`src/ccu_defines.svh`:
```
// Width and depth constants of the configuration control unit.
// Included by the package and by any module that sizes storage directly.
`ifndef CCU_DEFINES_SVH
`define CCU_DEFINES_SVH

// ==============================
// Datapath widths
// ==============================
`define CCU_ITF_WIDTH        256  // One interface beat
`define CCU_ISA_WIDTH        128  // One instruction word
`define CCU_DRAM_ADDR_WIDTH  32

// ==============================
// Buffer
// ==============================
`define CCU_ISA_DEPTH        64   // Depth in words (power of two)

// ==============================
// Layer configuration fields
// ==============================
`define CCU_IDX_WIDTH        16   // Pixel count
`define CCU_CHN_WIDTH        12   // Channel count
`define CCU_ACT_WIDTH        8    // Shift and zero point
`define CCU_MAP_WIDTH        6    // Pooling kernel
`define CCU_LAYER_WIDTH      20
`define CCU_SCALE_WIDTH      20

`endif

```
`src/ccuPkg.sv`:
```
// Shared types of the configuration control unit.
// Imported by every design module that carries instruction words,
// buffer pointers or decoded configuration fields.
`default_nettype none

`include "ccu_defines.svh"

package ccuPkg;

    // ==============================
    // Data and buffer types
    // ==============================
    typedef logic [`CCU_ITF_WIDTH-1:0]          itfBeat_t;
    typedef logic [`CCU_ISA_WIDTH-1:0]          isaWord_t;
    typedef logic [$clog2(`CCU_ISA_DEPTH):0]    isaPtr_t;    // Extra bit tells full from empty
    typedef logic [$clog2(`CCU_ISA_DEPTH):0]    isaCount_t;

    // ==============================
    // Configuration fields
    // ==============================
    typedef logic [`CCU_DRAM_ADDR_WIDTH-1:0]    dramAddr_t;
    typedef logic [`CCU_IDX_WIDTH-1:0]          pixIdx_t;
    typedef logic [`CCU_CHN_WIDTH-1:0]          chnCnt_t;
    typedef logic [`CCU_ACT_WIDTH-1:0]          actByte_t;
    typedef logic [`CCU_SCALE_WIDTH-1:0]        scale_t;
    typedef logic [1:0]                         saMode_t;
    typedef logic [`CCU_MAP_WIDTH-1:0]          poolK_t;
    typedef logic [`CCU_LAYER_WIDTH-1:0]        layerCnt_t;

    // Opcode in bits [7:0] of every instruction word
    typedef enum logic [7:0] {
        OP_NET  = 8'd0,
        OP_CONV = 8'd1,
        OP_POOL = 8'd2
    } opcode_t;

    typedef enum logic [2:0] {
        S_IDLE,
        S_FETCH,
        S_READ,
        S_DECODE,
        S_WAIT_CFG,
        S_DONE
    } seqState_t;

endpackage

`default_nettype wire

```
`src/isaWidthConv.sv`:
```
// Splits each 256-bit interface beat into two instruction words.
// A beat is only taken while fetching and with nothing held; the low
// half goes out first, then the high half, both on a valid/ready pair.
`timescale 1ns/100ps
`default_nettype none

module isaWidthConv
    import ccuPkg::*;
(
    input  logic     clk,
    input  logic     rst_n,
    input  logic     fetchEn,
    input  itfBeat_t beat,
    input  logic     beatVld,
    output logic     beatRdy,
    output isaWord_t word,
    output logic     wordVld,
    input  logic     wordRdy
);

    localparam int WordWidth = $bits(isaWord_t);

    itfBeat_t holdBeat;
    logic     loaded;    // A beat is held
    logic     hiSel;     // Low half already sent
    logic     beatTake;
    logic     wordTake;

    assign beatRdy  = fetchEn && !loaded;
    assign beatTake = beatVld && beatRdy;
    assign wordVld  = loaded;
    assign wordTake = wordVld && wordRdy;
    assign word     = hiSel ? holdBeat[WordWidth +: WordWidth] : holdBeat[0 +: WordWidth];

    always_ff @(posedge clk or negedge rst_n) begin
        if (!rst_n) begin
            loaded <= 1'b0;
            hiSel  <= 1'b0;
        end else if (beatTake) begin
            loaded <= 1'b1;
            hiSel  <= 1'b0;
        end else if (wordTake) begin
            loaded <= !hiSel;    // Free after the high half
            hiSel  <= !hiSel;
        end
    end

    always_ff @(posedge clk) begin
        if (beatTake) begin
            holdBeat <= beat;
        end
    end

endmodule

`default_nettype wire

```
`config.mk`:
```
export PLATFORM = sky130hd
export DESIGN_NAME = isaWidthConv
export DESIGN_NICKNAME = d
export VERILOG_FILES = /design/src/ccuPkg.sv /design/src/isaWidthConv.sv
export VERILOG_INCLUDE_DIRS = /design/src
export SDC_FILE = /design/constraint.sdc
export NUM_CORES = 1
export LEC_CHECK = 0
export ABC_AREA = 1
export BUFFER_PORTS_ARGS = -buffer_cell sky130_fd_sc_hd__buf_4
export CORE_MARGIN = 5
export CORE_UTILIZATION = 35
export CTS_BUF_LIST = sky130_fd_sc_hd__clkbuf_8
export DETAILED_ROUTE_END_ITERATION = 8
export PLACE_DENSITY = 0.58
export SLEW_MARGIN = 20
export SYNTH_ARGS = -nofsm -noshare
export SYNTH_HDL_FRONTEND = slang
export SYNTH_SLANG_ARGS = --single-unit
```
`constraint.sdc`:
```
create_clock -name clk -period 18.58 [get_ports clk]
set_input_delay 0.929 -clock clk [delete_from_list [all_inputs] [get_ports clk]]
set_output_delay 0.929 -clock clk [all_outputs]
set_load 0.1 [all_outputs]
```
==> run_results.csv <==
group,metric,value,unit
clock_tree,cts_resized,0,
critical_path,critPathMaxStageDelay,900,ps
routing,wl,25.55,mm
grt,grt_max_degree,176,
cells_and_area,diodes,0,
synthesis,yosys-top-cells-area,"edfxtp_1, nand2_1, buf_6",
routing,dr.pass1.iters,4,
sta,tightest_slew,1090,ps
synthesis,seq_area_frac_synth,0.8166,
sta,fin_crit,4196,ps
outcome,status,"finished, final reports clean",
clock_tree,cts.clk_slew.worst_paths,60,ps
sta,skew,13.81,ps
sta,timing.final.ws_setup,14380,ps
clock_tree,clock_sinks,258,
sta,final_max_slew_viol_count,0,
cells_and_area,finalNetCount,1358,
synthesis,yosysMostFrequentCell,"nand2_1",
synthesis,syn_area,9475,um2
critical_path,arrival,3270,ps
synthesis,netlist.area_leader.share,0.8113,
clock_tree,htree_levels,2,
critical_path,crit_type,"register to primary output",
clock_tree,cts_buffers,45,
clock_tree,clk_latency,530,ps
sta,max_slew_margin,0.2730,
cells_and_area,multiInputGateArea,1489,um2
cells_and_area,fillers,2448,
sta,fmax,238.3,MHz
critical_path,critPathMaxFanout,91,
synthesis,synth_top_flop_cell,"edfxtp_1",
routing,avgRoutedWirePerCell,17.40,um
clock_tree,cts_tree,"done",
critical_path,path_depth,5,
routing,drtIter0Drc,360,
critical_path,critPathSlowestCell,"buf_4",
synthesis,syn_nets,946,
sta,setup_viol,0,
routing,drc,0,
grt,gr-usage-all-layers,0.1614,
routing,vias,6466,
sta,final.period_utilization,0.2259,
synthesis,synth_largest_area_cell,"edfxtp_1",
sta,setup_tns,0,ps
synthesis,synth_cell_types,12,
routing,drt-vias-per-instance,4.405,
placement,gp_congestion,0.8012,
routing,ant_nets,0,
cells_and_area,syn_to_final_growth,41.54,%
worst_hold_path,worst_hold_path_type,"primary input to asynchronous set/reset pin",
critical_path,cp_data_required_time,17650,ps
critical_path,crit_buf_inv,3,
run,cap_violations,0,
floorplanning,start_util,0.3535,
critical_path,cpLargestDelayFamily,"buffers and inverters",
critical_path,rr_worst_depth,5,
placement,dpl_worst_slack,14880,ps
placement,numPortBuffers,390,
floorplanning,die_w,174.5,um
grt,grt_pass1_vias,6850,
placement,dp_hpwl,17.39,mm
placement,dp.cells,1391,
synthesis,async_flop_share,0.007752,
clock_tree,clock_path_buffers,3,
synthesis,syn_inst,685,
floorplanning,fp.dieArea,30460,um2
grt,antenna_found_initial,0,
grt,overflow,0,
critical_path,crit_path_start,"hiSel$_DFFE_PN0P_",
cells_and_area,fin_util,0.5004,
sta,rsz0062_at_grt,"false",
clock_tree,post_cts_buffers,0,
synthesis,yosysWarningCount,0,
synthesis,synth_edf_count,256,
grt,grt_pass1_wl,38.25,mm
floorplanning,fp.dieH,174.5,um
synthesis,synth_common_cells,"nand2_1, edfxtp_1, buf_2",
critical_path,cp-start-kind,"register",
critical_path,cp_cell_sequence,"inv_4 -> buf_4 -> nand2_1 -> nand2_1 -> buf_4",
cells_and_area,drive_gt1_frac,0.3975,
synthesis,synth-seq-cells,258,
floorplanning,core,26800,um2
clock_tree,cts-root-buf,"clkbuf_8",
critical_path,worstSetupEndpointType,"primary output",
clock_tree,cts_hold_buf,0,
synthesis,postSynthAreaPerCell,13.83,um2
sta,hold_viol,0,
cells_and_area,final_cells,1468,
floorplanning,rows,60,
critical_path,reg2reg_from,"wordVld$_DFFE_PN0P_",
floorplanning,ioPinCount,391,
cells_and_area,seqCellArea,7741,um2
## worst register-to-register path: cells and delay by family (launching register included)
kind / cells / cell delay (ps)
flops: 1 / 420
buf+inv: 3 / 1830
simple gates: 2 / 240
## logic make-up after synthesis
group	synth area share
AND/OR/NAND/NOR	0.1558
flip-flops	0.8166
AO/OA/AOI/OAI	0.0005277
buffers and inverters	0.02707
## cells in the final DEF, fill, tap and decap left out, drive strengths merged
cell and count:
clkbuf 47, clkinv 11, nand3 1, edfxtp 256, nor2 2, nand2 390, dfrtp 2, clkinvlp 1
inv 22, o21ai 1, buf 394
## metal layers
metal,vias up,global-route usage,routed length [um]
met5,-,0,0
met4,0,0.05794,737
met3,57,0.07525,2967
met2,320,0.2680,12260
met1,2951,0.1835,9588
li1,3138,-,-
## final timing paths
kind / to / slack (ps)
max in group asynchronous: hiSel$_DFFE_PN0P_ / 18300
min in group clk: holdBeat[139]$_DFFE_PP_ / 570
hold reg to reg: wordVld$_DFFE_PN0P_ / 570
setup / recovery: word[15] / 14380
setup reg to reg: holdBeat[195]$_DFFE_PP_ / 15670
hold / removal: hiSel$_DFFE_PN0P_ / 180
## flip-flops by register name, indices dropped and copies added (netlist names)
register  cells
hiSel         1
holdBeat    256
wordVld       1
## layout make-up
class                      count  share of cell area
timing repair buffer         394              0.2215
sequential                   258              0.5772
tap                          341             0.03181
clock inverter                30            0.008956
multi-input combinational    394              0.1110
clock buffer                  47             0.04823
inverter                       4            0.001306
## through the flow
stage / hold slack, ps / area (um2)
4_1_cts: 120.5 / 13410
3_5_place_dp: 564.6 / 12640
3_3_place_gp: 554.5 / 12640
5_1_grt: 124.1 / 13410
6_report: 177.3 / 13410
2_1_floorplan: 633.4 / 9475
Power is left out: the tool's default activity adds up to more than one toggle a clock period on the data nets, which glitch-free logic cannot reach.
