## src/ccu_defines.svh

```systemverilog
// Width and depth constants of the configuration control unit.
// Included by the package and by any module that sizes storage directly.
`ifndef CCU_DEFINES_SVH
`define CCU_DEFINES_SVH

// ==============================
// Datapath widths
// ==============================
`define CCU_ITF_WIDTH        256  // One interface beat
`define CCU_ISA_WIDTH        128  // One instruction word
`define CCU_DRAM_ADDR_WIDTH  32

// ==============================
// Buffer
// ==============================
`define CCU_ISA_DEPTH        64   // Depth in words (power of two)

// ==============================
// Layer configuration fields
// ==============================
`define CCU_IDX_WIDTH        16   // Pixel count
`define CCU_CHN_WIDTH        12   // Channel count
`define CCU_ACT_WIDTH        8    // Shift and zero point
`define CCU_MAP_WIDTH        6    // Pooling kernel
`define CCU_LAYER_WIDTH      20
`define CCU_SCALE_WIDTH      20

`endif

```

## src/ccuPkg.sv

```systemverilog
// Shared types of the configuration control unit.
// Imported by every design module that carries instruction words,
// buffer pointers or decoded configuration fields.
`default_nettype none

`include "ccu_defines.svh"

package ccuPkg;

    // ==============================
    // Data and buffer types
    // ==============================
    typedef logic [`CCU_ITF_WIDTH-1:0]          itfBeat_t;
    typedef logic [`CCU_ISA_WIDTH-1:0]          isaWord_t;
    typedef logic [$clog2(`CCU_ISA_DEPTH):0]    isaPtr_t;    // Extra bit tells full from empty
    typedef logic [$clog2(`CCU_ISA_DEPTH):0]    isaCount_t;

    // ==============================
    // Configuration fields
    // ==============================
    typedef logic [`CCU_DRAM_ADDR_WIDTH-1:0]    dramAddr_t;
    typedef logic [`CCU_IDX_WIDTH-1:0]          pixIdx_t;
    typedef logic [`CCU_CHN_WIDTH-1:0]          chnCnt_t;
    typedef logic [`CCU_ACT_WIDTH-1:0]          actByte_t;
    typedef logic [`CCU_SCALE_WIDTH-1:0]        scale_t;
    typedef logic [1:0]                         saMode_t;
    typedef logic [`CCU_MAP_WIDTH-1:0]          poolK_t;
    typedef logic [`CCU_LAYER_WIDTH-1:0]        layerCnt_t;

    // Opcode in bits [7:0] of every instruction word
    typedef enum logic [7:0] {
        OP_NET  = 8'd0,
        OP_CONV = 8'd1,
        OP_POOL = 8'd2
    } opcode_t;

    typedef enum logic [2:0] {
        S_IDLE,
        S_FETCH,
        S_READ,
        S_DECODE,
        S_WAIT_CFG,
        S_DONE
    } seqState_t;

endpackage

`default_nettype wire

```

## src/isaBufIf.sv

```systemverilog
// Read path of the instruction buffer.
// The sequencer requests words, the buffer returns them one cycle later
// to the decoder, and reports its full and empty flags to the sequencer.
`timescale 1ns/100ps
`default_nettype none

interface isaBufIf
    import ccuPkg::*;
();

    logic     rdEn;       // Read request for one word
    isaWord_t rdData;
    logic     rdDataVld;  // rdData valid one cycle after rdEn
    logic     empty;
    logic     full;

    modport buffer (
        input  rdEn,
        output rdData,
        output rdDataVld,
        output empty,
        output full
    );

    modport sequencer (
        output rdEn,
        input  empty,
        input  full
    );

    modport decoder (
        input  rdData,
        input  rdDataVld
    );

endinterface

`default_nettype wire

```

## src/ccuSequencer.sv

```systemverilog
// Top state machine of the unit. Fetches until the buffer is full, reads
// words one at a time, waits for each configuration to be taken and
// pulses netDone once the header's layer count is reached.
`timescale 1ns/100ps
`default_nettype none

module ccuSequencer
    import ccuPkg::*;
(
    input  logic        clk,
    input  logic        rst_n,
    input  logic        start,
    isaBufIf.sequencer  rd,
    input  logic        cfgPending,
    input  logic        netComplete,
    output logic        fetchEn,
    output logic        clear,
    output logic        netDone
);

    seqState_t state;
    seqState_t nextState;

    always_ff @(posedge clk or negedge rst_n) begin
        if (!rst_n) begin
            state <= S_IDLE;
        end else begin
            state <= nextState;
        end
    end

    always_comb begin
        nextState = state;
        case (state)
            S_IDLE:     if (start) nextState = S_FETCH;
            S_FETCH:    if (rd.full) nextState = S_READ;
            S_READ: begin
                if (netComplete) begin
                    nextState = S_DONE;
                end else if (rd.empty) begin
                    nextState = S_FETCH;    // Refill from empty
                end else begin
                    nextState = S_DECODE;
                end
            end
            S_DECODE: begin
                if (cfgPending) begin
                    nextState = S_WAIT_CFG;
                end else begin
                    nextState = S_READ;
                end
            end
            S_WAIT_CFG: if (!cfgPending) nextState = S_READ;
            S_DONE:     nextState = S_IDLE;
            default:    nextState = S_IDLE;
        endcase
    end

    assign rd.rdEn = (state == S_READ) && !netComplete && !rd.empty;
    // No new beat once full, so nothing stays in the converter after fetch
    assign fetchEn = (state == S_FETCH) && !rd.full;
    assign clear   = (state == S_IDLE);
    assign netDone = (state == S_DONE);

endmodule

`default_nettype wire

```

## src/flat_wrapper.sv

```systemverilog
// flat-port wrapper written by rule: the top's interface ports become plain ports
module ccuSequencer_flat import ccuPkg::*;
  (clk, rst_n, start, cfgPending, netComplete, fetchEn, clear, netDone, rd_rdEn, rd_empty, rd_full);
  isaBufIf rd_i ();
  input  logic clk;
  input  logic rst_n;
  input  logic start;
  input  logic cfgPending;
  input  logic netComplete;
  output logic fetchEn;
  output logic clear;
  output logic netDone;
  output wire logic [$bits(rd_i.rdEn)-1:0] rd_rdEn;
  input wire logic [$bits(rd_i.empty)-1:0] rd_empty;
  input wire logic [$bits(rd_i.full)-1:0] rd_full;
  assign rd_rdEn = rd_i.rdEn;
  assign rd_i.empty = rd_empty;
  assign rd_i.full = rd_full;
  ccuSequencer u_core (.clk(clk), .rst_n(rst_n), .start(start), .rd(rd_i), .cfgPending(cfgPending), .netComplete(netComplete), .fetchEn(fetchEn), .clear(clear), .netDone(netDone));
endmodule
```

## config.mk

```make
export PLATFORM = sky130hd
export DESIGN_NAME = ccuSequencer_flat
export DESIGN_NICKNAME = d
export VERILOG_FILES = /design/src/ccuPkg.sv /design/src/isaBufIf.sv /design/src/ccuSequencer.sv /design/src/flat_wrapper.sv
export VERILOG_INCLUDE_DIRS = /design/src
export SDC_FILE = /design/constraint.sdc
export NUM_CORES = 1
export LEC_CHECK = 0
export ABC_AREA = 1
export BUFFER_PORTS_ARGS = -buffer_cell sky130_fd_sc_hd__buf_2
export CORE_AREA = 10 10 47 49
export DETAILED_ROUTE_END_ITERATION = 10
export DIE_AREA = 0 0 57 59
export PLACE_DENSITY = 0.39
export SYNTH_ARGS = -nofsm -noshare
export SYNTH_HDL_FRONTEND = slang
export SYNTH_SLANG_ARGS = --single-unit
```

## constraint.sdc

```tcl
create_clock -name clk -period 1.26 [get_ports clk]
set_clock_uncertainty 0.2 [all_clocks]
set_input_delay 0.252 -clock clk [delete_from_list [all_inputs] [get_ports clk]]
set_output_delay 0.252 -clock clk [all_outputs]
set_load 0.02 [all_outputs]
```

==> metrics.md <==
| Metric | Value |
|---|---|
| Max Freq | ~660 MHz |
| DR vias/cell | 4.122 |
| Cell Area, Placed | roughly 360 um^2 |
| CP Capture Type | output pin |
| Failing checks | setup timing |
| Max-slew violations | 0 |
| GRT overflow | 0 |
| Synth area leaders | dfrtp_1 (36%), nand3_1 (12%), nand2_1 (8.9%) |
| Critical Path Start Type | flop |
| CTS max path bufs | 2 |
| CP required | slightly above 800 ps |
| Post-layout util | about two fifths |
| Most frequent cells in the layout | buf_4 (16), buf_6 (7), buf_2 (6), inv_2 (4), nand3_1 (4) |
| Setup tns final | -1197 ps |
| Final wirelength | 788 um |
| Post-route setup slack | -264.3 ps |
| WHS | 95.14 ps |
| Post-synthesis cell count | 32 |
| Layout cells sized above 1 | between 70% and 80% |
| First-pass GRT wire length | between 1000 and 1500 um |
| Avg Synthesized Cell Area | 6.608 um^2 |
| Filler cell count | ~170 |
| Antenna violations before repair | 0 |
| Hold Path Class | in -> reg |
| Clk slew on worst S/H paths | 40 ps |
| Final Power | 1.386 mW |
| Top cell type by total area after synthesis | dfrtp_1 |
| DIE WIDTH | roughly 57 um |
| Number of H-tree levels | 1 |
| Largest net degree at the start of global routing | 5 |
| PD cells | 2540 nW/um^2 |
| Clk root buf | clkbuf_4 |
| IO Port Bufs | 10 |
| Relative slew slack | a little under 90% |
| Drt pass-1 iters | 4 |
| Commonest non-fill, non-tap cell in the layout | buf_4 |
| Placed cell count | 67 |
| Post-synthesis register bit count | 3 |
| Regs by FF count | u_core.state: 3 flops |
| Final Instance Count excl. Fillers | 82 |
| FP Rows | 14 |
| Slowest library cell on the worst path | dfrtp_1 |
| Syn. warnings | 0 |
| Antenna cells | 0 |
| Vias in the first global route | between 300 and 400 |
| RD Place Congestion | a little under 0.7 |
| Actual slew at the worst max-slew pin | roughly 190 ps |
| Fin. Hold Viols | 0 |
| Top reg by flops | u_core.state |
| CTS Buf Count | 3 |
| P&R area growth vs syn | 158.0% |
| WP depth | 4 |
| CP Class | reg -> out |
| WP buf/inv | 2 |
| Delay-heaviest family, CP | flip-flops |
| CTS sink count | 3 |
| DR vias | ~340 |
| Synth Net Count | 39 |
| Die H | 59 um |
| Status | finished with violations |
| WHS Path Cells | 3 |
| Fin area | approximately 550 um^2 |
| Critical path arrival | around 1100 ps |
| Synth Cell Area | 211.5 um^2 |
| Post-Place Setup Slack | -96.19 ps |
| Nets@finish | 74 |
| Reg2Reg Depth | 6 |
| Final period util | 121.0% |
| Max FFs per register | 3 |
| Area share of the largest cell type after synthesis | 35.50% |
| Post-synthesis sequential area ratio | 35.50% |
| Worst-Skew Late Latency | 230 ps |
| CP cell instances | nor2_4, nand3_2, inv_2, buf_6 |
| Initial DRC count | 2 |
| GR Util All Layers | 4.702% |
| Dpl hpwl | 556.2 um |
| Routed Antenna Nets | 0 |
| Effective utilization at floorplan | between 15 and 20% |
| # IOs | 11 |
| Leak | between 0.2 and 0.3 nW |
| Slowest stage delay, CP | 420 ps |
| Placeable Area | between 1000 and 1500 um^2 |
| Maximum vdd drop | 1102 uV |
| Number of distinct library cells after synthesis | 13 |
| Minimum clock period | about 1500 ps |
| RSZ-0062 raised after global routing | true |
| CTS tree | yes |
| Max_cap viols | 0 |
| Die Area | 3363 um^2 |
| WL/cell | 9.610 um |
| Final setup viols | 6 |
| CP max FO | 4 |
| Residual DRC | 0 |
## repair_timing
| action | CTS | global route |
|---|---|---|
| endpoints found under the hold margin | 3 | 0 |
| gates resized for setup | 15 | 7 |
| pin swaps | 2 | 8 |
| endpoints found under the setup margin | 5 | 7 |
| hold buffers | 1 | 0 |
| setup buffers | 9 | 2 |
## per-layer routing
metal	global-route usage [%]	up-vias	part of all wire, %
met5	0	-	0
met4	5.034	0	0
met3	1.931	0	6.2
met2	8.062	6	60
met1	3.901	160	34
li1	-	172	-
## logic make-up (layout without fill, tap and decap cells)
group / after synthesis / after routing / synth area share, %
simple gates: 21 / 21 / 49.11
flops: 3 / 3 / 35.50
compound gates: 2 / 2 / 4.729
buf+inv: 6 / 40 / 10.65
## report_power, final
group          internal [mW]  switching, mW
Sequential             0.146         0.0612
Clock                  0.119         0.0480
Combinational          0.563          0.448
Total                  0.828          0.557
## synth_stat cells, drive strengths merged
| cell | n |
|---|---|
| inv | 6 |
| nand3 | 6 |
| nor2 | 6 |
| nand2 | 5 |
| dfrtp | 3 |
| nand4 | 2 |
| a21oi | 1 |
| nand3b | 1 |
| nor3 | 1 |
| o21ai | 1 |
## area by class of cell
| class | instances | area [um^2] | share of cell area (%) |
|---|---|---|---|
| well taps | 16 | 20.02 | 3.670 |
| flip-flops and latches | 3 | 76.32 | 13.99 |
| repair buffers | 30 | 239.0 | 43.81 |
| clock buffers | 4 | 26.28 | 4.817 |
| inverters | 6 | 22.52 | 4.128 |
| multi-input cells | 23 | 161.4 | 29.59 |
## worst paths after layout
| kind | from | slack (ps) | end |
|---|---|---|---|
| max in group asynchronous | rst_n | 600 | u_core.state[1] |
| min in group asynchronous | rst_n | 140 | u_core.state[1] |
| max reg2reg | u_core.state[2] | -170 | u_core.state[1] |
| min reg2reg | u_core.state[0] | 450 | u_core.state[2] |
| max | u_core.state[2] | -260 | rd_rdEn |
| min | netComplete | 100 | u_core.state[2] |
## worst reg2reg max path: stages (launching register included)
cell and delay, ps:
dfrtp_1 420, nor2_4 150, nand3_2 90, buf_4 140, buf_4 120, buf_4 120, a21oi_2 110
Note: power is estimated with default switching activity, not from simulation.
