===== src/ccu_defines.svh =====
// Width and depth constants of the configuration control unit.
// Included by the package and by any module that sizes storage directly.
`ifndef CCU_DEFINES_SVH
`define CCU_DEFINES_SVH

// ==============================
// Datapath widths
// ==============================
`define CCU_ITF_WIDTH        256  // One interface beat
`define CCU_ISA_WIDTH        128  // One instruction word
`define CCU_DRAM_ADDR_WIDTH  32

// ==============================
// Buffer
// ==============================
`define CCU_ISA_DEPTH        64   // Depth in words (power of two)

// ==============================
// Layer configuration fields
// ==============================
`define CCU_IDX_WIDTH        16   // Pixel count
`define CCU_CHN_WIDTH        12   // Channel count
`define CCU_ACT_WIDTH        8    // Shift and zero point
`define CCU_MAP_WIDTH        6    // Pooling kernel
`define CCU_LAYER_WIDTH      20
`define CCU_SCALE_WIDTH      20

`endif


===== src/ccuPkg.sv =====
// Shared types of the configuration control unit.
// Imported by every design module that carries instruction words,
// buffer pointers or decoded configuration fields.
`default_nettype none

`include "ccu_defines.svh"

package ccuPkg;

    // ==============================
    // Data and buffer types
    // ==============================
    typedef logic [`CCU_ITF_WIDTH-1:0]          itfBeat_t;
    typedef logic [`CCU_ISA_WIDTH-1:0]          isaWord_t;
    typedef logic [$clog2(`CCU_ISA_DEPTH):0]    isaPtr_t;    // Extra bit tells full from empty
    typedef logic [$clog2(`CCU_ISA_DEPTH):0]    isaCount_t;

    // ==============================
    // Configuration fields
    // ==============================
    typedef logic [`CCU_DRAM_ADDR_WIDTH-1:0]    dramAddr_t;
    typedef logic [`CCU_IDX_WIDTH-1:0]          pixIdx_t;
    typedef logic [`CCU_CHN_WIDTH-1:0]          chnCnt_t;
    typedef logic [`CCU_ACT_WIDTH-1:0]          actByte_t;
    typedef logic [`CCU_SCALE_WIDTH-1:0]        scale_t;
    typedef logic [1:0]                         saMode_t;
    typedef logic [`CCU_MAP_WIDTH-1:0]          poolK_t;
    typedef logic [`CCU_LAYER_WIDTH-1:0]        layerCnt_t;

    // Opcode in bits [7:0] of every instruction word
    typedef enum logic [7:0] {
        OP_NET  = 8'd0,
        OP_CONV = 8'd1,
        OP_POOL = 8'd2
    } opcode_t;

    typedef enum logic [2:0] {
        S_IDLE,
        S_FETCH,
        S_READ,
        S_DECODE,
        S_WAIT_CFG,
        S_DONE
    } seqState_t;

endpackage

`default_nettype wire


===== src/isaBufIf.sv =====
// Read path of the instruction buffer.
// The sequencer requests words, the buffer returns them one cycle later
// to the decoder, and reports its full and empty flags to the sequencer.
`timescale 1ns/100ps
`default_nettype none

interface isaBufIf
    import ccuPkg::*;
();

    logic     rdEn;       // Read request for one word
    isaWord_t rdData;
    logic     rdDataVld;  // rdData valid one cycle after rdEn
    logic     empty;
    logic     full;

    modport buffer (
        input  rdEn,
        output rdData,
        output rdDataVld,
        output empty,
        output full
    );

    modport sequencer (
        output rdEn,
        input  empty,
        input  full
    );

    modport decoder (
        input  rdData,
        input  rdDataVld
    );

endinterface

`default_nettype wire


===== src/isaDecoder.sv =====
// Instruction decoder. Takes each word read from the buffer, latches the
// fields by opcode and word index, and raises the systolic-array or the
// pooling configuration valid once an instruction is complete. Counts
// transferred layers against the header count for the sequencer.
`timescale 1ns/100ps
`default_nettype none

module isaDecoder
    import ccuPkg::*;
(
    input  logic      clk,
    input  logic      rst_n,
    input  logic      clear,
    isaBufIf.decoder  rd,
    output logic      cfgPending,
    output logic      netComplete,
    // Systolic array
    output logic      saCfgVld,
    input  logic      saCfgRdy,
    output pixIdx_t   saNip,
    output chnCnt_t   saChi,
    output scale_t    saScale,
    output actByte_t  saShift,
    output actByte_t  saZp,
    output saMode_t   saMode,
    // Pooling
    output logic      poolCfgVld,
    input  logic      poolCfgRdy,
    output pixIdx_t   poolNip,
    output chnCnt_t   poolChi,
    output poolK_t    poolK,
    // DRAM base addresses
    output dramAddr_t dramActAddr,
    output dramAddr_t dramWgtAddr,
    output dramAddr_t dramOfmAddr,
    output dramAddr_t dramMapAddr
);

    opcode_t   op;
    logic      convWord;     // Second convolution word expected
    layerCnt_t numLayers;    // From the network header
    layerCnt_t layerCnt;     // Layers handed out so far
    logic      saLoad;
    logic      poolLoad;
    logic      saXfer;
    logic      poolXfer;

    assign op       = opcode_t'(rd.rdData[7:0]);
    assign saLoad   = rd.rdDataVld && (op == OP_CONV) && convWord;
    assign poolLoad = rd.rdDataVld && (op == OP_POOL);
    assign saXfer   = saCfgVld && saCfgRdy;
    assign poolXfer = poolCfgVld && poolCfgRdy;

    // Busy from the last word until the transfer cycle
    assign cfgPending = saLoad || poolLoad
                     || (saCfgVld && !saCfgRdy)
                     || (poolCfgVld && !poolCfgRdy);

    assign netComplete = (numLayers != '0) && (layerCnt == numLayers);

    // ==============================
    // Control state
    // ==============================
    always_ff @(posedge clk or negedge rst_n) begin
        if (!rst_n) begin
            convWord   <= 1'b0;
            numLayers  <= '0;
            layerCnt   <= '0;
            saCfgVld   <= 1'b0;
            poolCfgVld <= 1'b0;
        end else if (clear) begin
            convWord   <= 1'b0;
            numLayers  <= '0;
            layerCnt   <= '0;
            saCfgVld   <= 1'b0;
            poolCfgVld <= 1'b0;
        end else begin
            if (rd.rdDataVld) begin
                convWord <= (op == OP_CONV) && !convWord;
                if (op == OP_NET) begin
                    numLayers <= rd.rdData[27:8];
                end
            end
            if (saLoad) begin
                saCfgVld <= 1'b1;
            end else if (saXfer) begin
                saCfgVld <= 1'b0;
            end
            if (poolLoad) begin
                poolCfgVld <= 1'b1;
            end else if (poolXfer) begin
                poolCfgVld <= 1'b0;
            end
            if (saXfer || poolXfer) begin
                layerCnt <= layerCnt + 1'b1;
            end
        end
    end

    // ==============================
    // Field capture
    // ==============================
    always_ff @(posedge clk) begin
        if (rd.rdDataVld) begin
            case (op)
                OP_CONV: begin
                    if (!convWord) begin
                        dramActAddr <= rd.rdData[39:8];
                        dramWgtAddr <= rd.rdData[71:40];
                        dramOfmAddr <= rd.rdData[103:72];
                    end else begin
                        saNip   <= rd.rdData[23:8];
                        saChi   <= rd.rdData[35:24];
                        saScale <= rd.rdData[55:36];
                        saShift <= rd.rdData[63:56];
                        saZp    <= rd.rdData[71:64];
                        saMode  <= rd.rdData[73:72];
                    end
                end
                OP_POOL: begin
                    dramMapAddr <= rd.rdData[39:8];
                    poolNip     <= rd.rdData[55:40];
                    poolChi     <= rd.rdData[67:56];
                    poolK       <= rd.rdData[73:68];
                end
                default: ;    // Header is latched above and other opcodes dropped
            endcase
        end
    end

endmodule

`default_nettype wire


===== src/flat_wrapper.sv =====
// flat-port wrapper written by rule: the top's interface ports become plain ports
module isaDecoder_flat import ccuPkg::*;
  (clk, rst_n, clear, cfgPending, netComplete, saCfgVld, saCfgRdy, saNip, saChi, saScale, saShift, saZp, saMode, poolCfgVld, poolCfgRdy, poolNip, poolChi, poolK, dramActAddr, dramWgtAddr, dramOfmAddr, dramMapAddr, rd_rdData, rd_rdDataVld);
  isaBufIf rd_i ();
  input  logic clk;
  input  logic rst_n;
  input  logic clear;
  output logic cfgPending;
  output logic netComplete;
  output logic saCfgVld;
  input  logic saCfgRdy;
  output pixIdx_t saNip;
  output chnCnt_t saChi;
  output scale_t saScale;
  output actByte_t saShift;
  output actByte_t saZp;
  output saMode_t saMode;
  output logic poolCfgVld;
  input  logic poolCfgRdy;
  output pixIdx_t poolNip;
  output chnCnt_t poolChi;
  output poolK_t poolK;
  output dramAddr_t dramActAddr;
  output dramAddr_t dramWgtAddr;
  output dramAddr_t dramOfmAddr;
  output dramAddr_t dramMapAddr;
  input wire logic [$bits(rd_i.rdData)-1:0] rd_rdData;
  input wire logic [$bits(rd_i.rdDataVld)-1:0] rd_rdDataVld;
  assign rd_i.rdData = rd_rdData;
  assign rd_i.rdDataVld = rd_rdDataVld;
  isaDecoder u_core (.clk(clk), .rst_n(rst_n), .clear(clear), .rd(rd_i), .cfgPending(cfgPending), .netComplete(netComplete), .saCfgVld(saCfgVld), .saCfgRdy(saCfgRdy), .saNip(saNip), .saChi(saChi), .saScale(saScale), .saShift(saShift), .saZp(saZp), .saMode(saMode), .poolCfgVld(poolCfgVld), .poolCfgRdy(poolCfgRdy), .poolNip(poolNip), .poolChi(poolChi), .poolK(poolK), .dramActAddr(dramActAddr), .dramWgtAddr(dramWgtAddr), .dramOfmAddr(dramOfmAddr), .dramMapAddr(dramMapAddr));
endmodule

===== config.mk =====
export PLATFORM = sky130hd
export DESIGN_NAME = isaDecoder_flat
export DESIGN_NICKNAME = d
export VERILOG_FILES = /design/src/ccuPkg.sv /design/src/isaBufIf.sv /design/src/isaDecoder.sv /design/src/flat_wrapper.sv
export VERILOG_INCLUDE_DIRS = /design/src
export SDC_FILE = /design/constraint.sdc
export NUM_CORES = 1
export LEC_CHECK = 0
export BUFFER_PORTS_ARGS = -buffer_cell sky130_fd_sc_hd__buf_2
export CAP_MARGIN = 20
export CORE_AREA = 2 2 144 146
export CTS_CLUSTER_DIAMETER = 80
export DETAILED_ROUTE_END_ITERATION = 6
export DIE_AREA = 0 0 146 148
export GPL_TIMING_DRIVEN = 0
export PLACE_DENSITY = 0.8
export SLEW_MARGIN = 20
export SYNTH_ARGS = -nofsm -noshare
export SYNTH_HDL_FRONTEND = slang
export SYNTH_SLANG_ARGS = --single-unit

===== constraint.sdc =====
create_clock -name clk -period 6.1 [get_ports clk]
set_input_delay 1.22 -clock clk [delete_from_list [all_inputs] [get_ports clk]]
set_output_delay 1.22 -clock clk [all_outputs]
set_load 0.02 [all_outputs]

==> impl_metrics.ini, run 1 <==
[logic_synthesis]
syn_inst = 444
yosysWarnings = 0
syn_avg_cell_area_um2 = 20.5
synth_edf_count = 228
synth_seq_area_share = 0.871
synthesis.nets = 579
synth_area_um2 = 9100
synth_seq_cells = 271
ys.flop_type = edfxtp_1
yosysUniqueCellTypes = 37
async_reset_ff_frac = 0.159

[sta]
tightest_slew_ns = 0.969
rsz0062_at_grt = false
hold_viol_final = 0
setup-violations-final = 0
slew_headroom = 0.354
slew_violations = 0
post-route-min-period_ns = 3.51
setup_tns_ns = 0
clock-skew-final_ns = 0.00848
layout_worst_path_cycle_share = 0.575
whs_ns = 0.565
max_freq_mhz = 285

[place]
dp_hpwl_mm = 16.5
dp_cells = 1057
io_buffers = 340
gp_congestion = 0.852

[cts]
postCtsSetupBuffers = 0
cts_tree = yes
cts_num_sinks = 271
cts_max_path_buffers = 3
clkTransAtPathRegs_ns = 0.06
clockRootBuffer = clkbuf_16
numCtsBuffers = 26
cts_max_level = 1
cts_hold_buf = 0
clkLatencyLatePin_ns = 0.51
cts_resized = 0

[cells_and_area]
final_layout_size_suffix_gt1_frac = 0.473
areaGrowthSynthToFinish_pct = 32.7
fin_cells = 1107
most-common-layout-cells = buf_2, edfxtp_1, dfrtp_1
fin_nets = 950
final_core_utilization = 0.603
final_common_cell = buf_2

[grt]
grt-ovfl-total = 0
use_met3 = 0.0367
grt_use_total = 0.204
top_usage_layer = met2
grt_pass1_wl_mm = 33.3
grt_max_degree = 82
use_met2 = 0.381
grt_antenna_before_repair = 2
grt_pass1_vias = 5516
grt_use_met1 = 0.234

[run]
drv_cap = 0

[critical_path]
cpPeakStageDelay_ns = 0.46
r2r-start = u_core.layerCnt[0]$_DFFE_PN0P_
crit_path_frequent_cell = nor4_1
cp-start-kind = flip-flop
worst-endpoint-arrival_ns = 2.29
crit-reg2reg-capture = u_core.layerCnt[18]$_DFFE_PN0P_
crit_path_end_kind = output pin
critPathSlowestCell = dfrtp_1
required_ns = 4.88
cpLargestDelayFamily = simple AND/OR/NAND/NOR gates
crit_buf_inv = 1
critPathMaxFanout = 5
reg2regPathDepth = 5
cp_cell_sequence = xor2_1, nor4_1, nand3_1, nor4_1, buf_2
worstSetupPathType = flip-flop to output pin
r2r_slack_ns = 4.33
critPathLaunch = u_core.layerCnt[8]$_DFFE_PN0P_
cp-endpoint = netComplete
cp.depth = 5

[die]
start_util = 0.454
die_w_um = 146
io_pins = 366
fp.coreArea_um2 = 20000
dieHeight_um = 148
die_area_um2 = 21600
num_rows = 52

[power_and_ir_drop]
ir_drop_uv = 135
leakagePower_nw = 4.88
p_total_mw = 3.65
power_density_nw_per_um2 = 302

[hold_path]
hp-class = flip-flop to flip-flop

[route]
avgViaCountPerCell = 5.11
drt-initial-drc-count = 404
drc = 0
wl_per_cell_um = 20.7
via_count = 5652
drt-total-wl_mm = 22.9
drtPass1Iterations = 4
ant_nets = 0

[status]
outcome = complete, no violations
-- power breakdown --
group          switching [mW]  total [mW]  internal, mW
clock                   0.629        1.56         0.933
sequential           0.000754        2.01          2.01
combinational          0.0472      0.0770        0.0298
-- worst register-to-register path, cell delays in order (launching register included) --
cell and delay, ns:
dfrtp_1 0.46, ha_1 0.22, and2_1 0.25, nand3_1 0.14, or4_1 0.44, a21oi_1 0.18
-- per-stage QoR --
step / worst slack [ns] / instance area, um^2
2_1_floorplan: 1.91 / 9100
3_3_place_gp: 0.659 / 11100
3_5_place_dp: 2.68 / 11200
4_1_cts: 2.56 / 12100
5_1_grt: 2.49 / 12100
6_report: 2.59 / 12100
-- cells by family (layout without fill, tap and decap cells) --
family / Yosys count / in the layout / synth area share
other cells: 0 / 2 / 0
compound gates: 49 / 49 / 0.0395
simple gates: 81 / 81 / 0.0528
fa+ha+maj: 1 / 1 / 0.00137
buf+inv: 12 / 403 / 0.00687
xor+xnor: 30 / 30 / 0.0289
flops: 271 / 271 / 0.871
-- worst min path at each step --
stage | to | cells after the start | slack, ns | startpoint
2_1_floorplan | u_core.numLayers[10]$_DFFE_PN0P_ | 1 | 0.52 | u_core.numLayers[10]$_DFFE_PN0P_
3_3_place_gp | u_core.numLayers[2]$_DFFE_PN0P_ | 1 | 0.54 | u_core.numLayers[2]$_DFFE_PN0P_
3_5_place_dp | u_core.numLayers[2]$_DFFE_PN0P_ | 1 | 0.55 | u_core.numLayers[2]$_DFFE_PN0P_
4_1_cts | u_core.numLayers[2]$_DFFE_PN0P_ | 1 | 0.56 | u_core.numLayers[2]$_DFFE_PN0P_
5_1_grt | u_core.numLayers[10]$_DFFE_PN0P_ | 1 | 0.59 | u_core.numLayers[10]$_DFFE_PN0P_
6_report | u_core.numLayers[0]$_DFFE_PN0P_ | 1 | 0.57 | u_core.numLayers[0]$_DFFE_PN0P_
-- final cells by class --
type | count | area, um^2
diodes | 2 | 5.00
fillers | 1490 | 7970
well taps | 270 | 338
plain buffers | 8 | 47.5
flip-flops and latches | 271 | 7920
multi-input cells | 161 | 1110
clock inverters | 16 | 150
repair buffers | 343 | 1780
clock buffers | 32 | 694
inverters | 4 | 25.0
-- cells in the mapped netlist (all sizes together) (2+ instances only) --
library cell  number  area, um^2
edfxtp           228        6850
dfrtp             43        1080
a22o              21         184
xor2              17         149
a21oi             15        75.1
nor2              13        48.8
nor4              13        81.3
xnor2             13         114
nand3             11        55.1
nand4             11        83.8
nand2             10        45.0
o31ai              8        60.1
or4                7        52.6
and3               4        32.5
buf                4        22.5
clkbuf             4        25.0
inv                4        15.0
nand2b             3        18.8
and4               2        20.0
nor2b              2        12.5
nor3               2        10.0
-- sequential cells by signal (all words and copies together) (netlist names) --
signal	cells
u_core.saScale	20
u_core.poolChi	12
u_core.saShift	8
u_core.layerCnt	20
u_core.dramWgtAddr	32
u_core.poolNip	16
u_core.saCfgVld	1
u_core.saNip	16
u_core.dramMapAddr	32
u_core.convWord	1
u_core.poolCfgVld	1
u_core.dramActAddr	32
u_core.numLayers	20
u_core.dramOfmAddr	32
u_core.saMode	2
u_core.poolK	6
u_core.saZp	8
u_core.saChi	12
-- routing by layer --
| layer | routed length [um] | share of wire |
|---|---|---|
| met1 | 8110 | 0.35 |
| met2 | 12700 | 0.56 |
| met3 | 1400 | 0.061 |
| met4 | 652 | 0.029 |
| met5 | 0 | 0 |
Note: power is estimated with default switching activity, not from simulation.
==> inputs of run 2 (changes only) <==
Settings changed: ABC_AREA set to 1, CORE_AREA 2 2 144 146 to unset, CORE_UTILIZATION set to 44, DIE_AREA 0 0 146 148 to unset.
Clock period 6.1 ns to 3.2 ns, I/O delays scaled along.
==> impl_metrics.ini, run 2 <==
[logic_synthesis]
synthesis.nets = 719
syn_inst = 584
synth_area_leaders = edfxtp_1, dfrtp_1, nand2_1
yosysWarnings = 0
synth_seq_area_share = 0.846
async_reset_ff_frac = 0.159
syn_avg_cell_area_um2 = 16.0
synth_area_um2 = 9360
synth_top_area_frac = 0.731
ys.flop_type = edfxtp_1
yosysUniqueCellTypes = 24
synth_seq_cells = 271
yosysTopAreaCell = edfxtp_1
yosysMostFrequentCell = edfxtp_1
synth_edf_count = 228
synth_common_cells = edfxtp_1, nand2_1, nor2_1

[critical_path]
cp-start-kind = flip-flop
required_ns = 2.56
cpPeakStageDelay_ns = 0.44
cp_cell_sequence = xnor2_1, nand2_1, nor2_1, nand3_1, nor2_1, buf_2
crit-reg2reg-capture = u_core.dramOfmAddr[2]$_DFFE_PP_
crit_path_frequent_cell = nor2_1
critPathSlowestCell = dfrtp_1
critPathMaxFanout = 5
crit_path_end_kind = output pin
crit_buf_inv = 1
cpLargestDelayFamily = simple AND/OR/NAND/NOR gates
r2r_slack_ns = 1.34
reg2regPathDepth = 6
r2r-start = u_core.convWord$_DFFE_PN0P_
worstSetupPathType = flip-flop to output pin
worst-endpoint-arrival_ns = 1.98

[hold_path]
hp-class = input pin to async pin

[sta]
setup-violations-final = 0
slew_headroom = 0.344
post-route-min-period_ns = 2.62
clock-skew-final_ns = 0.0116
max_freq_mhz = 382
layout_worst_path_cycle_share = 0.818
tightest_slew_ns = 0.984
rsz0062_at_grt = false
setup_tns_ns = 0
hold_viol_final = 0
slew_violations = 0
setup_ws_ns = 0.584

[place]
dp_hpwl_mm = 17.9
dp_cells = 1206
gp_congestion = 0.895
post_dp_cell_area_um2 = 11600
io_buffers = 341
pre_cts_ws_ns = 0.584

[cells_and_area]
final_common_cell = buf_2
fin_area_um2 = 12400
most-common-layout-cells = buf_2, edfxtp_1, nand2_1
final_layout_size_suffix_gt1_frac = 0.418
fin_cells = 1258
areaGrowthSynthToFinish_pct = 32.3
fin_nets = 1094

[route]
avgViaCountPerCell = 4.97
drt-initial-drc-count = 473
via_count = 6256
drt-total-wl_mm = 24.3
drc = 0
drtPass1Iterations = 5
ant_nets = 0
wl_per_cell_um = 19.3

[grt]
grt_antenna_before_repair = 4
grt_pass1_wl_mm = 35.1
grt_max_degree = 55
grt-ovfl-total = 0
grt_pass1_vias = 6069
grt_use_total = 0.216

[power_and_ir_drop]
power_density_nw_per_um2 = 553
leakagePower_nw = 4.98
ir_drop_uv = 284

[die]
die_w_um = 148
fp.coreArea_um2 = 21000
dieHeight_um = 148
num_rows = 53
die_area_um2 = 21900
start_util = 0.447
io_pins = 366

[run]
drv_cap = 0

[cts]
postCtsSetupBuffers = 0
cts_tree = yes
numCtsBuffers = 26
cts_max_level = 1
clkTransAtPathRegs_ns = 0.06
cts_num_sinks = 271
cts_resized = 0
cts_max_path_buffers = 3
clkLatencyLatePin_ns = 0.51
cts_hold_buf = 0
clockRootBuffer = clkbuf_16

[status]
outcome = complete, no violations
## run 2: changes by cell type after synthesis, moves of 17 or more
cell     change
nand3_1     +37
xor2_1      -17
a22o_1      -21
nand2_1     +80
nor2_1      +40
inv_1       +27
## run 2: power by group
part	leakage, nW	switching (mW)	total [mW]	internal [mW]
clock network	0.380	1.24	2.86	1.62
registers	2.65	0.00113	3.83	3.83
logic	1.95	0.103	0.162	0.0592
## run 2: cell families after synthesis
family / Yosys count / share of synthesized area
AOI/OAI and AO/OA: 42 / 0.0227
xor gates and xnor gates: 11 / 0.0103
adders and majority gates: 1 / 0.00134
buffers and inverters: 46 / 0.0203
DFF: 271 / 0.846
and+or+nand+nor: 213 / 0.0993
## run 2: worst max-delay path by stage
stage | from | end | slack (ns) | depth (start not counted)
after floorplan | rd_rdData[7] | u_core.saChi[0]$_DFFE_PP_ | 0.38 | 5
after global placement | rd_rdData[7] | u_core.dramMapAddr[12]$_DFFE_PP_ | -0.89 | 6
after detailed placement | rd_rdData[5] | u_core.dramOfmAddr[18]$_DFFE_PP_ | 0.58 | 9
after CTS | u_core.layerCnt[11]$_DFFE_PN0P_ | netComplete | 0.62 | 6
after global routing | u_core.layerCnt[0]$_DFFE_PN0P_ | netComplete | 0.54 | 8
final | u_core.layerCnt[11]$_DFFE_PN0P_ | netComplete | 0.58 | 6
## run 2: final cells by class
class,count,area [um^2]
fillers,1596,8570
clock buffers,30,687
repair buffers,347,1850
clock inverters,18,121
inverters,33,133
flip-flops and latches,271,7920
plain buffers,13,66.3
diodes,4,10.0
well taps,275,344
multi-input cells,267,1250
## run 2: metrics by stage
step / hold WS (ns) / utilization / power (mW)
floorplan: 0.344 / - / 3.94
finish: 0.291 / 0.591 / 6.85
detailed placement: 0.531 / 0.552 / 4.07
global route: 0.279 / 0.591 / 7.04
global placement: 0.521 / 0.545 / 4.06
CTS: 0.280 / 0.591 / 6.90
## run 2: layer usage
layer / up-vias / part of all wire / track usage
met1: 3047 / 0.35 / 0.237
li1: 2853 / - / -
met2: 297 / 0.53 / 0.394
met4: 0 / 0.040 / 0.0990
met5: - / 0 / 0
met3: 59 / 0.080 / 0.0531
==> inputs of run 3 (changes only) <==
Clock period 3.2 ns to 2.3 ns, I/O delays scaled along.
==> impl_metrics.ini, run 3 (synthesized netlist as in run 2, its figures left out) <==
[status]
outcome = complete, no violations

[die]
start_util = 0.447
die_w_um = 148
dieHeight_um = 148
fp.coreArea_um2 = 21000
die_area_um2 = 21900
io_pins = 366
num_rows = 53

[place]
dp_hpwl_mm = 17.7
gp_congestion = 0.890
io_buffers = 341
dp_cells = 1207

[route]
wl_per_cell_um = 18.9
avgViaCountPerCell = 4.85
drt-initial-drc-count = 463
ant_nets = 0
drtPass1Iterations = 4
wl_met3_mm = 1.80
met1_length_mm = 8.42
top_layer_used = met4
dr_wl_met2_mm = 13.2
via_count = 6171
drc = 0
drt-total-wl_mm = 24.0

[cts]
cts_max_level = 1
clkLatencyLatePin_ns = 0.52
cts_hold_buf = 0
clkTransAtPathRegs_ns = 0.06
cts_tree = yes
clockRootBuffer = clkbuf_16
cts_num_sinks = 271
numCtsBuffers = 26
cts_max_path_buffers = 3

[cells_and_area]
final_core_utilization = 0.606
areaGrowthSynthToFinish_pct = 35.6
final_common_cell = buf_2
fin_nets = 1109
most-common-layout-cells = buf_2, edfxtp_1, nand2_1
final_layout_size_suffix_gt1_frac = 0.446
fin_cells = 1272
fill_cells = 1592

[sta]
layout_worst_path_cycle_share = 0.982
max_freq_mhz = 443
tightest_slew_ns = 0.983
hold_viol_final = 0
setup-violations-final = 0
slew_violations = 0
setup_tns_ns = 0
post-route-min-period_ns = 2.26
clock-skew-final_ns = 0.0178
whs_ns = 0.100
slew_headroom = 0.345

[power_and_ir_drop]
power_frac_seq = 0.516
ir_drop_uv = 586
power.internal_mw = 8.45
leakagePower_nw = 5.13
switchingPower_mw = 1.88
power_density_nw_per_um2 = 813
switching_share = 0.182
comb_power_share = 0.022
p_clk_frac = 0.461
p_total_mw = 10.3

[critical_path]
required_ns = 1.84
worstSetupPathType = flip-flop to output pin
r2r_slack_ns = 0.38
crit_path_end_kind = output pin
crit-reg2reg-capture = u_core.dramActAddr[16]$_DFFE_PP_
critPathSlowestCell = dfrtp_1
cp_cell_sequence = inv_2, o21ai_0, nor2_1, nand2_1, nor2_1, nand2_1, nor2_2, buf_6
critPathMaxFanout = 4
cpLargestDelayFamily = simple AND/OR/NAND/NOR gates
r2r-start = u_core.convWord$_DFFE_PN0P_
worst-endpoint-arrival_ns = 1.80
critPathLaunch = u_core.layerCnt[0]$_DFFE_PN0P_
reg2regPathDepth = 6
cpPeakStageDelay_ns = 0.39
crit_buf_inv = 2
cp-start-kind = flip-flop

[grt]
grt_pass1_vias = 5952
grt-ovfl-total = 0
grt_use_total = 0.211
grt_antenna_before_repair = 2
grt_pass1_wl_mm = 34.4
grt_max_degree = 44

[run]
drv_cap = 0

[hold_path]
hp-class = input pin to async pin
run 3: cell types whose count changed in the layout (fill, tap and decap cells not counted), sizes merged, moves of 2 or more:
| cell | previous run | this run |
|---|---|---|
| clkinvlp | 6 | 4 |
| bufinv | 1 | 8 |
| buf | 354 | 369 |
| clkinv | 12 | 8 |
| inv | 32 | 30 |
run 3: how the worst max path moves through the flow:
stage	cells past startpoint	to
after detailed placement	8	u_core.poolNip[11]$_DFFE_PP_
after global routing	9	netComplete
after floorplan	5	u_core.dramActAddr[0]$_DFFE_PP_
after global placement	6	u_core.dramActAddr[9]$_DFFE_PP_
after CTS	6	netComplete
final	8	netComplete
run 3: through the flow:
step	instance area [um^2]	setup slack [ns]
2_1_floorplan	9380	-0.236
3_3_place_gp	11400	-1.12
3_5_place_dp	11600	-0.314
4_1_cts	12600	0.00542
5_1_grt	12700	-0.0138
6_report	12700	0.0424
run 3: power groups by stage:
stage / clock network (mW) / registers, mW / logic (mW)
floorplan: 0 / 5.44 / 0.0377
global placement: 0 / 5.43 / 0.217
detailed placement: 0 / 5.43 / 0.229
CTS: 4.83 / 5.33 / 0.230
global route: 5.02 / 5.33 / 0.251
finish: 4.76 / 5.33 / 0.230
run 3: metal layers:
metal | track usage | up-vias
met5 | 0 | -
li1 | - | 2870
met4 | 0.0778 | 0
met2 | 0.399 | 269
met3 | 0.0441 | 41
met1 | 0.232 | 2991
run 3: layout make-up:
cell class | instances | area (um^2) | share of cell area
flip-flops and latches | 271 | 7930 | 0.624
diodes | 3 | 7.51 | 0.000591
clock buffers | 31 | 691 | 0.0544
well taps | 275 | 344 | 0.0271
plain buffers | 13 | 66.3 | 0.00522
clock inverters | 17 | 284 | 0.0224
repair buffers | 362 | 1960 | 0.154
inverters | 33 | 135 | 0.0106
multi-input cells | 267 | 1280 | 0.101
run 3: what timing repair did:
item / CTS / global route
buffers inserted: 0 / 14
setup endpoints to repair: 1 / 1
gates resized for setup: 5 / 16
pin swaps: 0 / 9
run 3: worst register-to-register path, delay by kind of cell, from the launching register on:
kind / cells / cell delay, ns
simple gates: 1 / 0.13
buf+inv: 5 / 1.07
flops: 1 / 0.38
